**src/trace_pkg.sv**
```systemverilog
package trace_pkg;

    // record geometry
    localparam int rec_words_lp = 5;
    localparam int fifo_depth_lp = 8;
    localparam int ptr_w_lp = $clog2(fifo_depth_lp);
    // level counts 0..depth inclusive
    localparam int level_w_lp = $clog2(fifo_depth_lp + 1);
    localparam int ovf_w_lp = 16;

    // word slots inside one record
    localparam int rec_stamp_lp = 0;
    localparam int rec_pc_lp = 1;
    localparam int rec_insn_lp = 2;
    localparam int rec_data_lp = 3;
    localparam int rec_meta_lp = 4;

    // five words, word 0 in the low bits
    typedef logic [rec_words_lp-1:0][31:0] rec_t;

    // meta word bit positions
    localparam int meta_trap_bit_lp = 0;
    localparam int meta_rd_we_bit_lp = 1;
    localparam int meta_csr_we_bit_lp = 2;
    localparam int meta_rd_lsb_lp = 3;
    localparam int meta_csr_lsb_lp = 8;
    localparam int meta_class_lsb_lp = 20;

    // base view, I-type style field split
    typedef struct packed {
        logic [11:0] upper;
        logic [4:0]  rs1;
        logic [2:0]  funct3;
        logic [4:0]  rd;
        logic [6:0]  opcode;
    } insn_base_t;

    // system view, top bits are the csr number
    typedef struct packed {
        logic [11:0] csr;
        logic [4:0]  rs1;
        logic [2:0]  funct3;
        logic [4:0]  rd;
        logic [6:0]  opcode;
    } insn_sys_t;

    typedef union packed {
        insn_base_t base;
        insn_sys_t  sys;
    } insn_u;

    typedef enum logic [3:0] {
        class_load   = 4'd0,
        class_store  = 4'd1,
        class_branch = 4'd2,
        class_jal    = 4'd3,
        class_jalr   = 4'd4,
        class_op     = 4'd5,
        class_op_imm = 4'd6,
        class_lui    = 4'd7,
        class_auipc  = 4'd8,
        class_system = 4'd9,
        class_other  = 4'd10
    } insn_class_e;

    // rv32 major opcodes
    localparam logic [6:0] opc_load_lp = 7'b0000011;
    localparam logic [6:0] opc_store_lp = 7'b0100011;
    localparam logic [6:0] opc_branch_lp = 7'b1100011;
    localparam logic [6:0] opc_jal_lp = 7'b1101111;
    localparam logic [6:0] opc_jalr_lp = 7'b1100111;
    localparam logic [6:0] opc_op_lp = 7'b0110011;
    localparam logic [6:0] opc_op_imm_lp = 7'b0010011;
    localparam logic [6:0] opc_lui_lp = 7'b0110111;
    localparam logic [6:0] opc_auipc_lp = 7'b0010111;
    localparam logic [6:0] opc_system_lp = 7'b1110011;

    // axi register map
    localparam int axi_addr_w_lp = 8;
    localparam logic [axi_addr_w_lp-1:0] reg_ctrl_lp = 8'h00;
    localparam logic [axi_addr_w_lp-1:0] reg_status_lp = 8'h04;
    localparam logic [axi_addr_w_lp-1:0] reg_rec0_lp = 8'h10;
    localparam logic [axi_addr_w_lp-1:0] reg_rec1_lp = 8'h14;
    localparam logic [axi_addr_w_lp-1:0] reg_rec2_lp = 8'h18;
    localparam logic [axi_addr_w_lp-1:0] reg_rec3_lp = 8'h1c;
    localparam logic [axi_addr_w_lp-1:0] reg_rec4_lp = 8'h20;

endpackage

```
**src/trace_capture.sv**
```systemverilog
`timescale 1ns/1ps

module trace_capture (
    input  logic               clk_i,
    input  logic               rst_n_i,
    input  logic               ret_valid,
    input  logic [31:0]        ret_pc,
    input  logic [31:0]        ret_insn,
    input  logic               ret_trap,
    input  logic               ret_rd_we,
    input  logic [4:0]         ret_rd_addr,
    input  logic [31:0]        ret_rd_wdata,
    input  logic               ret_csr_we,
    input  logic [31:0]        ret_csr_wdata,
    input  logic               cfg_enable,
    input  logic               cfg_trap_only,
    output logic               rec_valid,
    output trace_pkg::rec_t    rec_data
);

    import trace_pkg::*;

    logic [31:0] cycle_cnt;
    logic        keep;

    // stage 1, raw retire facts
    logic        s1_valid;
    logic [31:0] s1_stamp;
    logic [31:0] s1_pc;
    insn_u       s1_insn;
    logic        s1_trap;
    logic        s1_rd_we;
    logic [4:0]  s1_rd_addr;
    logic [31:0] s1_rd_wdata;
    logic        s1_csr_we;
    logic [31:0] s1_csr_wdata;

    // decode of stage 1
    insn_class_e cls;
    logic [11:0] csr_addr;
    logic        rd_flag;
    logic [31:0] data_word;
    logic [31:0] meta_word;

    // free-running, reads 0 at first edge after reset
    always_ff @(posedge clk_i or negedge rst_n_i) begin
        if (!rst_n_i) begin
            cycle_cnt <= '0;
        end else begin
            cycle_cnt <= cycle_cnt + 32'd1;
        end
    end

    // filter with live cfg
    assign keep = ret_valid && cfg_enable && (!cfg_trap_only || ret_trap);

    always_ff @(posedge clk_i or negedge rst_n_i) begin
        if (!rst_n_i) begin
            s1_valid <= 1'b0;
        end else begin
            s1_valid <= keep;
        end
    end

    // payload, no reset
    always_ff @(posedge clk_i) begin
        if (keep) begin
            s1_stamp     <= cycle_cnt;
            s1_pc        <= ret_pc;
            s1_insn      <= ret_insn;
            s1_trap      <= ret_trap;
            s1_rd_we     <= ret_rd_we;
            s1_rd_addr   <= ret_rd_addr;
            s1_rd_wdata  <= ret_rd_wdata;
            s1_csr_we    <= ret_csr_we;
            s1_csr_wdata <= ret_csr_wdata;
        end
    end

    // opcode class from base view
    always_comb begin
        case (s1_insn.base.opcode)
            opc_load_lp:   cls = class_load;
            opc_store_lp:  cls = class_store;
            opc_branch_lp: cls = class_branch;
            opc_jal_lp:    cls = class_jal;
            opc_jalr_lp:   cls = class_jalr;
            opc_op_lp:     cls = class_op;
            opc_op_imm_lp: cls = class_op_imm;
            opc_lui_lp:    cls = class_lui;
            opc_auipc_lp:  cls = class_auipc;
            opc_system_lp: cls = class_system;
            default:       cls = class_other;
        endcase
    end

    // csr number only meaningful for system
    assign csr_addr = (cls == class_system) ? s1_insn.sys.csr : 12'd0;

    // x0 writes show as no write
    assign rd_flag = s1_rd_we && (s1_rd_addr != 5'd0);

    always_comb begin
        if (s1_csr_we) begin
            data_word = s1_csr_wdata;
        end else if (s1_rd_we && (s1_rd_addr == 5'd0)) begin
            data_word = 32'd0;
        end else begin
            data_word = s1_rd_wdata;
        end
    end

    always_comb begin
        meta_word = '0;
        meta_word[meta_trap_bit_lp] = s1_trap;
        meta_word[meta_rd_we_bit_lp] = rd_flag;
        meta_word[meta_csr_we_bit_lp] = s1_csr_we;
        meta_word[meta_rd_lsb_lp +: 5] = s1_rd_addr;
        meta_word[meta_csr_lsb_lp +: 12] = csr_addr;
        meta_word[meta_class_lsb_lp +: 4] = cls;
    end

    // stage 2, assembled record toward the fifo
    always_ff @(posedge clk_i or negedge rst_n_i) begin
        if (!rst_n_i) begin
            rec_valid <= 1'b0;
        end else begin
            rec_valid <= s1_valid;
        end
    end

    always_ff @(posedge clk_i) begin
        if (s1_valid) begin
            rec_data[rec_stamp_lp] <= s1_stamp;
            rec_data[rec_pc_lp]    <= s1_pc;
            rec_data[rec_insn_lp]  <= s1_insn;
            rec_data[rec_data_lp]  <= data_word;
            rec_data[rec_meta_lp]  <= meta_word;
        end
    end

endmodule

```
**src/trace_fifo.sv**
```systemverilog
`timescale 1ns/1ps

module trace_fifo (
    input  logic                               clk_i,
    input  logic                               rst_n_i,
    input  logic                               push,
    input  trace_pkg::rec_t                    push_data,
    input  logic                               pop,
    input  logic                               ovf_clear,
    output trace_pkg::rec_t                    head,
    output logic [trace_pkg::level_w_lp-1:0]   level,
    output logic [trace_pkg::ovf_w_lp-1:0]     ovf_count
);

    import trace_pkg::*;

    rec_t                mem [fifo_depth_lp];
    logic [ptr_w_lp-1:0] wr_ptr;
    logic [ptr_w_lp-1:0] rd_ptr;
    logic                do_pop;
    logic                do_push;
    logic                full;

    assign full = (level == level_w_lp'(fifo_depth_lp));
    // empty pops are ignored
    assign do_pop = pop && (level != '0);
    // full fifo still takes a push when a pop frees a slot
    assign do_push = push && (!full || do_pop);

    assign head = mem[rd_ptr];

    always_ff @(posedge clk_i or negedge rst_n_i) begin
        if (!rst_n_i) begin
            wr_ptr <= '0;
            rd_ptr <= '0;
            level  <= '0;
        end else begin
            if (do_push) begin
                wr_ptr <= (wr_ptr == ptr_w_lp'(fifo_depth_lp - 1)) ? '0 : wr_ptr + 1'b1;
            end
            if (do_pop) begin
                rd_ptr <= (rd_ptr == ptr_w_lp'(fifo_depth_lp - 1)) ? '0 : rd_ptr + 1'b1;
            end
            // net level change
            if (do_push && !do_pop) begin
                level <= level + 1'b1;
            end else if (do_pop && !do_push) begin
                level <= level - 1'b1;
            end
        end
    end

    // storage, no reset
    always_ff @(posedge clk_i) begin
        if (do_push) begin
            mem[wr_ptr] <= push_data;
        end
    end

    // lost records, saturating, clear wins
    always_ff @(posedge clk_i or negedge rst_n_i) begin
        if (!rst_n_i) begin
            ovf_count <= '0;
        end else if (ovf_clear) begin
            ovf_count <= '0;
        end else if (push && !do_push && (ovf_count != '1)) begin
            ovf_count <= ovf_count + 1'b1;
        end
    end

endmodule

```
**src/trace_regs.sv**
```systemverilog
`timescale 1ns/1ps

module trace_regs (
    input  logic                                  clk_i,
    input  logic                                  rst_n_i,
    // write address
    input  logic                                  awvalid,
    output logic                                  awready,
    input  logic [trace_pkg::axi_addr_w_lp-1:0]   awaddr,
    // write data
    input  logic                                  wvalid,
    output logic                                  wready,
    input  logic [31:0]                           wdata,
    input  logic [3:0]                            wstrb,
    // write response
    output logic                                  bvalid,
    input  logic                                  bready,
    output logic [1:0]                            bresp,
    // read address
    input  logic                                  arvalid,
    output logic                                  arready,
    input  logic [trace_pkg::axi_addr_w_lp-1:0]   araddr,
    // read data
    output logic                                  rvalid,
    input  logic                                  rready,
    output logic [31:0]                           rdata,
    output logic [1:0]                            rresp,
    // fifo side
    input  trace_pkg::rec_t                       head,
    input  logic [trace_pkg::level_w_lp-1:0]      level,
    input  logic [trace_pkg::ovf_w_lp-1:0]        ovf_count,
    output logic                                  cfg_enable,
    output logic                                  cfg_trap_only,
    output logic                                  pop,
    output logic                                  ovf_clear
);

    import trace_pkg::*;

    logic        wr_accept;
    logic        rd_accept;
    logic        empty;
    logic [31:0] status_word;
    logic [31:0] rd_word;

    // address and data taken together while no response is pending
    assign wr_accept = awvalid && wvalid && !bvalid;
    assign awready = wr_accept;
    assign wready = wr_accept;

    assign rd_accept = arvalid && !rvalid;
    assign arready = rd_accept;

    // always OKAY
    assign bresp = 2'b00;
    assign rresp = 2'b00;

    always_ff @(posedge clk_i or negedge rst_n_i) begin
        if (!rst_n_i) begin
            bvalid <= 1'b0;
        end else if (wr_accept) begin
            bvalid <= 1'b1;
        end else if (bready) begin
            bvalid <= 1'b0;
        end
    end

    // ctrl reads back as written
    always_ff @(posedge clk_i or negedge rst_n_i) begin
        if (!rst_n_i) begin
            cfg_enable    <= 1'b0;
            cfg_trap_only <= 1'b0;
        end else if (wr_accept && (awaddr == reg_ctrl_lp)) begin
            cfg_enable    <= wdata[0];
            cfg_trap_only <= wdata[1];
        end
    end

    // any status write clears the lost count
    assign ovf_clear = wr_accept && (awaddr == reg_status_lp);

    assign empty = (level == '0);

    always_comb begin
        status_word = '0;
        status_word[level_w_lp-1:0] = level;
        status_word[8] = empty;
        status_word[31:16] = ovf_count;
    end

    // unmapped reads give zero
    always_comb begin
        case (araddr)
            reg_ctrl_lp:   rd_word = {30'd0, cfg_trap_only, cfg_enable};
            reg_status_lp: rd_word = status_word;
            reg_rec0_lp:   rd_word = head[rec_stamp_lp];
            reg_rec1_lp:   rd_word = head[rec_pc_lp];
            reg_rec2_lp:   rd_word = head[rec_insn_lp];
            reg_rec3_lp:   rd_word = head[rec_data_lp];
            reg_rec4_lp:   rd_word = head[rec_meta_lp];
            default:       rd_word = 32'd0;
        endcase
    end

    // head advances on the same edge rdata is taken
    assign pop = rd_accept && (araddr == reg_rec4_lp) && !empty;

    always_ff @(posedge clk_i or negedge rst_n_i) begin
        if (!rst_n_i) begin
            rvalid <= 1'b0;
        end else if (rd_accept) begin
            rvalid <= 1'b1;
        end else if (rready) begin
            rvalid <= 1'b0;
        end
    end

    // held while rvalid waits on rready
    always_ff @(posedge clk_i) begin
        if (rd_accept) begin
            rdata <= rd_word;
        end
    end

endmodule

```
**src/trace_top.sv**
```systemverilog
`timescale 1ns/1ps

module trace_top (
    input  logic                                  clk_i,
    input  logic                                  rst_n_i,
    // retire port, no handshake
    input  logic                                  ret_valid,
    input  logic [31:0]                           ret_pc,
    input  logic [31:0]                           ret_insn,
    input  logic                                  ret_trap,
    input  logic                                  ret_rd_we,
    input  logic [4:0]                            ret_rd_addr,
    input  logic [31:0]                           ret_rd_wdata,
    input  logic                                  ret_csr_we,
    input  logic [31:0]                           ret_csr_wdata,
    // axi4-lite slave
    input  logic                                  awvalid,
    output logic                                  awready,
    input  logic [trace_pkg::axi_addr_w_lp-1:0]   awaddr,
    input  logic                                  wvalid,
    output logic                                  wready,
    input  logic [31:0]                           wdata,
    input  logic [3:0]                            wstrb,
    output logic                                  bvalid,
    input  logic                                  bready,
    output logic [1:0]                            bresp,
    input  logic                                  arvalid,
    output logic                                  arready,
    input  logic [trace_pkg::axi_addr_w_lp-1:0]   araddr,
    output logic                                  rvalid,
    input  logic                                  rready,
    output logic [31:0]                           rdata,
    output logic [1:0]                            rresp
);

    import trace_pkg::*;

    logic                  cfg_enable;
    logic                  cfg_trap_only;
    logic                  rec_valid;
    rec_t                  rec_data;
    logic                  pop;
    logic                  ovf_clear;
    rec_t                  head;
    logic [level_w_lp-1:0] level;
    logic [ovf_w_lp-1:0]   ovf_count;

    // retire sampling and record build
    trace_capture u_capture (
        .clk_i         (clk_i),
        .rst_n_i       (rst_n_i),
        .ret_valid     (ret_valid),
        .ret_pc        (ret_pc),
        .ret_insn      (ret_insn),
        .ret_trap      (ret_trap),
        .ret_rd_we     (ret_rd_we),
        .ret_rd_addr   (ret_rd_addr),
        .ret_rd_wdata  (ret_rd_wdata),
        .ret_csr_we    (ret_csr_we),
        .ret_csr_wdata (ret_csr_wdata),
        .cfg_enable    (cfg_enable),
        .cfg_trap_only (cfg_trap_only),
        .rec_valid     (rec_valid),
        .rec_data      (rec_data)
    );

    trace_fifo u_fifo (
        .clk_i     (clk_i),
        .rst_n_i   (rst_n_i),
        .push      (rec_valid),
        .push_data (rec_data),
        .pop       (pop),
        .ovf_clear (ovf_clear),
        .head      (head),
        .level     (level),
        .ovf_count (ovf_count)
    );

    // software view
    trace_regs u_regs (
        .clk_i         (clk_i),
        .rst_n_i       (rst_n_i),
        .awvalid       (awvalid),
        .awready       (awready),
        .awaddr        (awaddr),
        .wvalid        (wvalid),
        .wready        (wready),
        .wdata         (wdata),
        .wstrb         (wstrb),
        .bvalid        (bvalid),
        .bready        (bready),
        .bresp         (bresp),
        .arvalid       (arvalid),
        .arready       (arready),
        .araddr        (araddr),
        .rvalid        (rvalid),
        .rready        (rready),
        .rdata         (rdata),
        .rresp         (rresp),
        .head          (head),
        .level         (level),
        .ovf_count     (ovf_count),
        .cfg_enable    (cfg_enable),
        .cfg_trap_only (cfg_trap_only),
        .pop           (pop),
        .ovf_clear     (ovf_clear)
    );

endmodule

```
**config.mk**
```make
export PLATFORM = sky130hd
export DESIGN_NAME = trace_top
export DESIGN_NICKNAME = d
export VERILOG_FILES = /design/src/trace_pkg.sv /design/src/trace_capture.sv /design/src/trace_fifo.sv /design/src/trace_regs.sv /design/src/trace_top.sv
export SDC_FILE = /design/constraint.sdc
export NUM_CORES = 2
export LEC_CHECK = 0
export BUFFER_PORTS_ARGS = -buffer_cell sky130_fd_sc_hd__buf_4
export CORE_MARGIN = 3
export CORE_UTILIZATION = 50
export CTS_CLUSTER_SIZE = 8
export DETAILED_ROUTE_END_ITERATION = 12
export PLACE_DENSITY = 0.74
export SLEW_MARGIN = 15
export SYNTH_ARGS = -nofsm -noshare
export SYNTH_HDL_FRONTEND = slang
export SYNTH_HIERARCHICAL = 1
export SYNTH_SLANG_ARGS = --single-unit
export TNS_END_PERCENT = 10
```
**constraint.sdc**
```tcl
create_clock -name clk_i -period 23.2 [get_ports clk_i]
set_input_delay 2.32 -clock clk_i [delete_from_list [all_inputs] [get_ports clk_i]]
set_output_delay 2.32 -clock clk_i [all_outputs]
set_load 0.03 [all_outputs]
```
==> qor.csv <==
metric;value;unit
CP Cell Sequence;buf_4 -> nor3_2 -> and3_2 -> buf_4 -> and3b_1 -> nor2b_1 -> nand2_1 -> nand2_1 -> inv_1 -> nand2_1 -> nor2_4 -> buf_4 -> buf_4;
post-synthesis sequential area ratio;78.9;%
endpoint class of the critical path;flop;
Gate Count Post-Synth;2820;
wire per inst;27.7;µm
area grow syn2layout;15.2;%
Hold WC Path Type;reg2reg;
Final Critical Period;6990;ps
Async S/R FF share, synth;3.77;%
Ports;237;
total gr overflow;0;
DRT iter0 DRCs;3052;
first-pass GRT wire length;204;mm
vias in the first global route;31000;
CP arrival;7430;ps
Worst-Margin Slew;1110;ps
IO buf count;198;
layout cells sized above 1;32.1;%
Core ar.;127000;µm²
DP HPWL;72.9;mm
clock slew seen by the registers of the worst setup and hold paths;50;ps
crit-path max cell delay;950;ps
Core Util, Final;58.4;%
Register-to-Register Path Depth;9;
CTS Buffer Depth;3;
clk_lat worst skew;810;ps
Pwr Density;87.4;nW/µm²
total global routing track utilization;21.1;%
drt first pass iters;5;
Max-cap violations;0;
nets;3385;
full die area;133000;µm²
Die Ht;364;µm
number of H-tree levels;4;
final setup violation count;0;
RSZ-0062 raised after global routing;false;
Critical Path End;u_fifo/mem[3][31]$_DFFE_PP_;
commonest non-fill, non-tap cell in the layout;edfxtp_1;
CTS tree;built;
worst rel slew slack;26.0;%
largest net degree at the start of global routing;123;
row cnt;130;
Max FO, Critical Path;55;
Critical Path Most Common Cell;buf_4;
ANT nets after route;0;
cell area after synthesis;64100;µm²
Max Clk Rate;0.143;GHz
status;completed;
CTS buffer count;230;
Starting Density;50.7;%
Req. time, crit path;23630;ps
initial antenna violation count;9;
synthesis-stage register bit count;1696;
end of the worst register-to-register path;u_regs/rdata[23]$_DFFE_PP_;
CTS resizes;0;
Worst path top cell family by delay;buffers and inverters;
most frequent cells in the layout;1632 x edfxtp_1, 340 x mux4_2, 247 x buf_4;
# DRC;0;
post-CTS setup buffer count;0;
crit path kind;in2reg;
Buf/Inv on CP;5;
Layout Skew;40.0;ps
Post-synth EDFFs;1632;
maximum VDD drop;0.0000800;V
Sink Count;1696;
final wirelength;137;mm
CP startpoint;araddr[3];
Placer Congestion;0.797;
FF-to-FF Start;u_fifo/rd_ptr[1]$_DFFE_PN0P_;
via count;29800;
setup total negative slack;0;ps
detail-routed via count per cell;5.99;
Synth Flop Type;edfxtp_1;
hold_buf cts;0;
Yosys cell types;66;
Fillers;8613;
mean area per synthesized cell;22.7;µm²
Root Buffer;clkbuf_16;
endpoints failing hold;0;
max-slew violations;0;
period utilization;30.1;%
CP startpoint kind;input port;
Stages on worst setup path;13;
Leak Pwr;23.7;nW
CP max stage cell;buf_4;
Yosys Warn Count;6;
reg2reg setup slack;18110;ps
die span in x;364;µm
==> worst reg2reg max path: stages, from the launching register on <==
cell,delay [ps]
dfrtp_4,850
buf_4,660
buf_4,660
buf_4,580
mux4_2,390
mux2_2,340
mux2_2,280
a22oi_1,500
o22ai_1,330
a21o_1,240
==> metrics by stage <==
stage / setup slack (ps) / area [µm²] / hold WS (ps) / total power, W / std cells
final: 16210 / 73900 / 415 / 0.00646 / 4964
after detailed placement: 15370 / 67400 / 405 / 0.00352 / 4597
after CTS: 16250 / 73900 / 415 / 0.00651 / 4963
after floorplan: 2280 / 64200 / 400 / 0.00346 / 2830
after global placement: 15400 / 67400 / 402 / 0.00351 / 4597
after global routing: 16030 / 73900 / 420 / 0.00665 / 4963
==> power breakdown <==
| group | leakage [nW] | internal, W | switching (W) | total, W |
|---|---|---|---|---|
| sequential | 15.6 | 0.00334 | 0.0000141 | 0.00335 |
| combinational | 4.98 | 0.0000476 | 0.0000571 | 0.000105 |
| clock | 3.08 | 0.00181 | 0.00119 | 0.00300 |
| total | 23.7 | 0.00520 | 0.00126 | 0.00646 |
==> worst min path at each step <==
stage                                           from                                to  slack, ps  cells past startpoint
floorplan            u_capture/s1_stamp[0]$_DFFE_PP_   u_capture/rec_data[0]$_DFFE_PP_        400                      0
global placement      u_capture/s1_insn[7]$_DFFE_PP_  u_capture/rec_data[71]$_DFFE_PP_        400                      0
detailed placement  u_capture/s1_stamp[19]$_DFFE_PP_  u_capture/rec_data[19]$_DFFE_PP_        400                      0
CTS                 u_capture/s1_stamp[22]$_DFFE_PP_  u_capture/rec_data[22]$_DFFE_PP_        420                      0
global route           u_capture/s1_pc[17]$_DFFE_PP_  u_capture/rec_data[49]$_DFFE_PP_        420                      0
finish                 u_capture/s1_pc[17]$_DFFE_PP_  u_capture/rec_data[49]$_DFFE_PP_        410                      0
==> cell usage after synthesis (5+ instances only) <==
cell,count,area share [%]
o31ai_1,6,0.070
buf_6,30,0.53
a21o_1,10,0.12
buf_2,13,0.10
xnor2_1,16,0.22
buf_4,23,0.27
nand2_1,104,0.61
and2_1,14,0.14
dfrtp_1,64,2.5
nor3_2,7,0.11
o21ai_0,39,0.30
or4_1,9,0.11
a22oi_1,26,0.30
inv_1,13,0.076
o22ai_1,8,0.078
nand3_1,23,0.18
nor2b_1,7,0.068
a21oi_1,16,0.12
clkbuf_1,42,0.25
mux4_2,340,12
ha_1,9,0.18
edfxtp_1,1632,76
nor4_4,5,0.17
xor2_1,17,0.23
buf_1,25,0.15
mux2_2,180,3.2
nor2_1,30,0.18
nand2b_1,5,0.049
nand4_1,8,0.078
a22o_1,15,0.20
nor3_1,12,0.094
and3_1,7,0.068
==> layout make-up <==
type	instances	area, µm²	area share, %
multi-input combinational	986	12700	17.2
clock inverter	15	220	0.298
antenna	1	2.50	0.00339
tap	1650	2060	2.79
inverter	13	48.8	0.0660
timing repair buffer	252	1950	2.65
clock buffer	351	6230	8.43
sequential	1696	50600	68.5
==> metal layers <==
layer | up-vias | wire, µm | share of wire (%) | track usage (%)
li1 | 12500 | - | - | -
met1 | 15700 | 55100 | 40 | 29.3
met2 | 1383 | 67400 | 49 | 33.5
met3 | 228 | 11400 | 8.3 | 4.79
met4 | 2 | 3400 | 2.5 | 6.68
met5 | - | 13 | 0.0095 | 0
==> cells by family (layout without fill, tap and decap cells) <==
logic type      count (synthesis)  count (layout)  synth area share (%)
xor+xnor                       33              33                 0.451
compound gates                144             144                  1.52
other cells                     2              13                0.0117
mux                           526             526                  15.2
fa+ha+maj                      10              10                 0.207
buf+inv                       148             631                  1.42
flops                        1696            1696                  78.9
simple gates                  261             261                  2.29
==> flip-flops by register name (all words and copies together), names as in the netlist, 3 cells and up <==
| signal | cells |
|---|---|
| u_capture/s1_rd_addr | 5 |
| u_fifo/ovf_count | 16 |
| u_capture/s1_pc | 32 |
| u_capture/s1_insn | 32 |
| u_fifo/level | 4 |
| u_regs/rdata | 32 |
| u_fifo/wr_ptr | 3 |
| u_capture/rec_data | 152 |
| u_capture/s1_rd_wdata | 32 |
| u_fifo/rd_ptr | 3 |
| u_capture/s1_csr_wdata | 32 |
| u_fifo/mem | 1280 |
| u_capture/cycle_cnt | 32 |
| u_capture/s1_stamp | 32 |
Note: power is estimated with default switching activity, not from simulation.
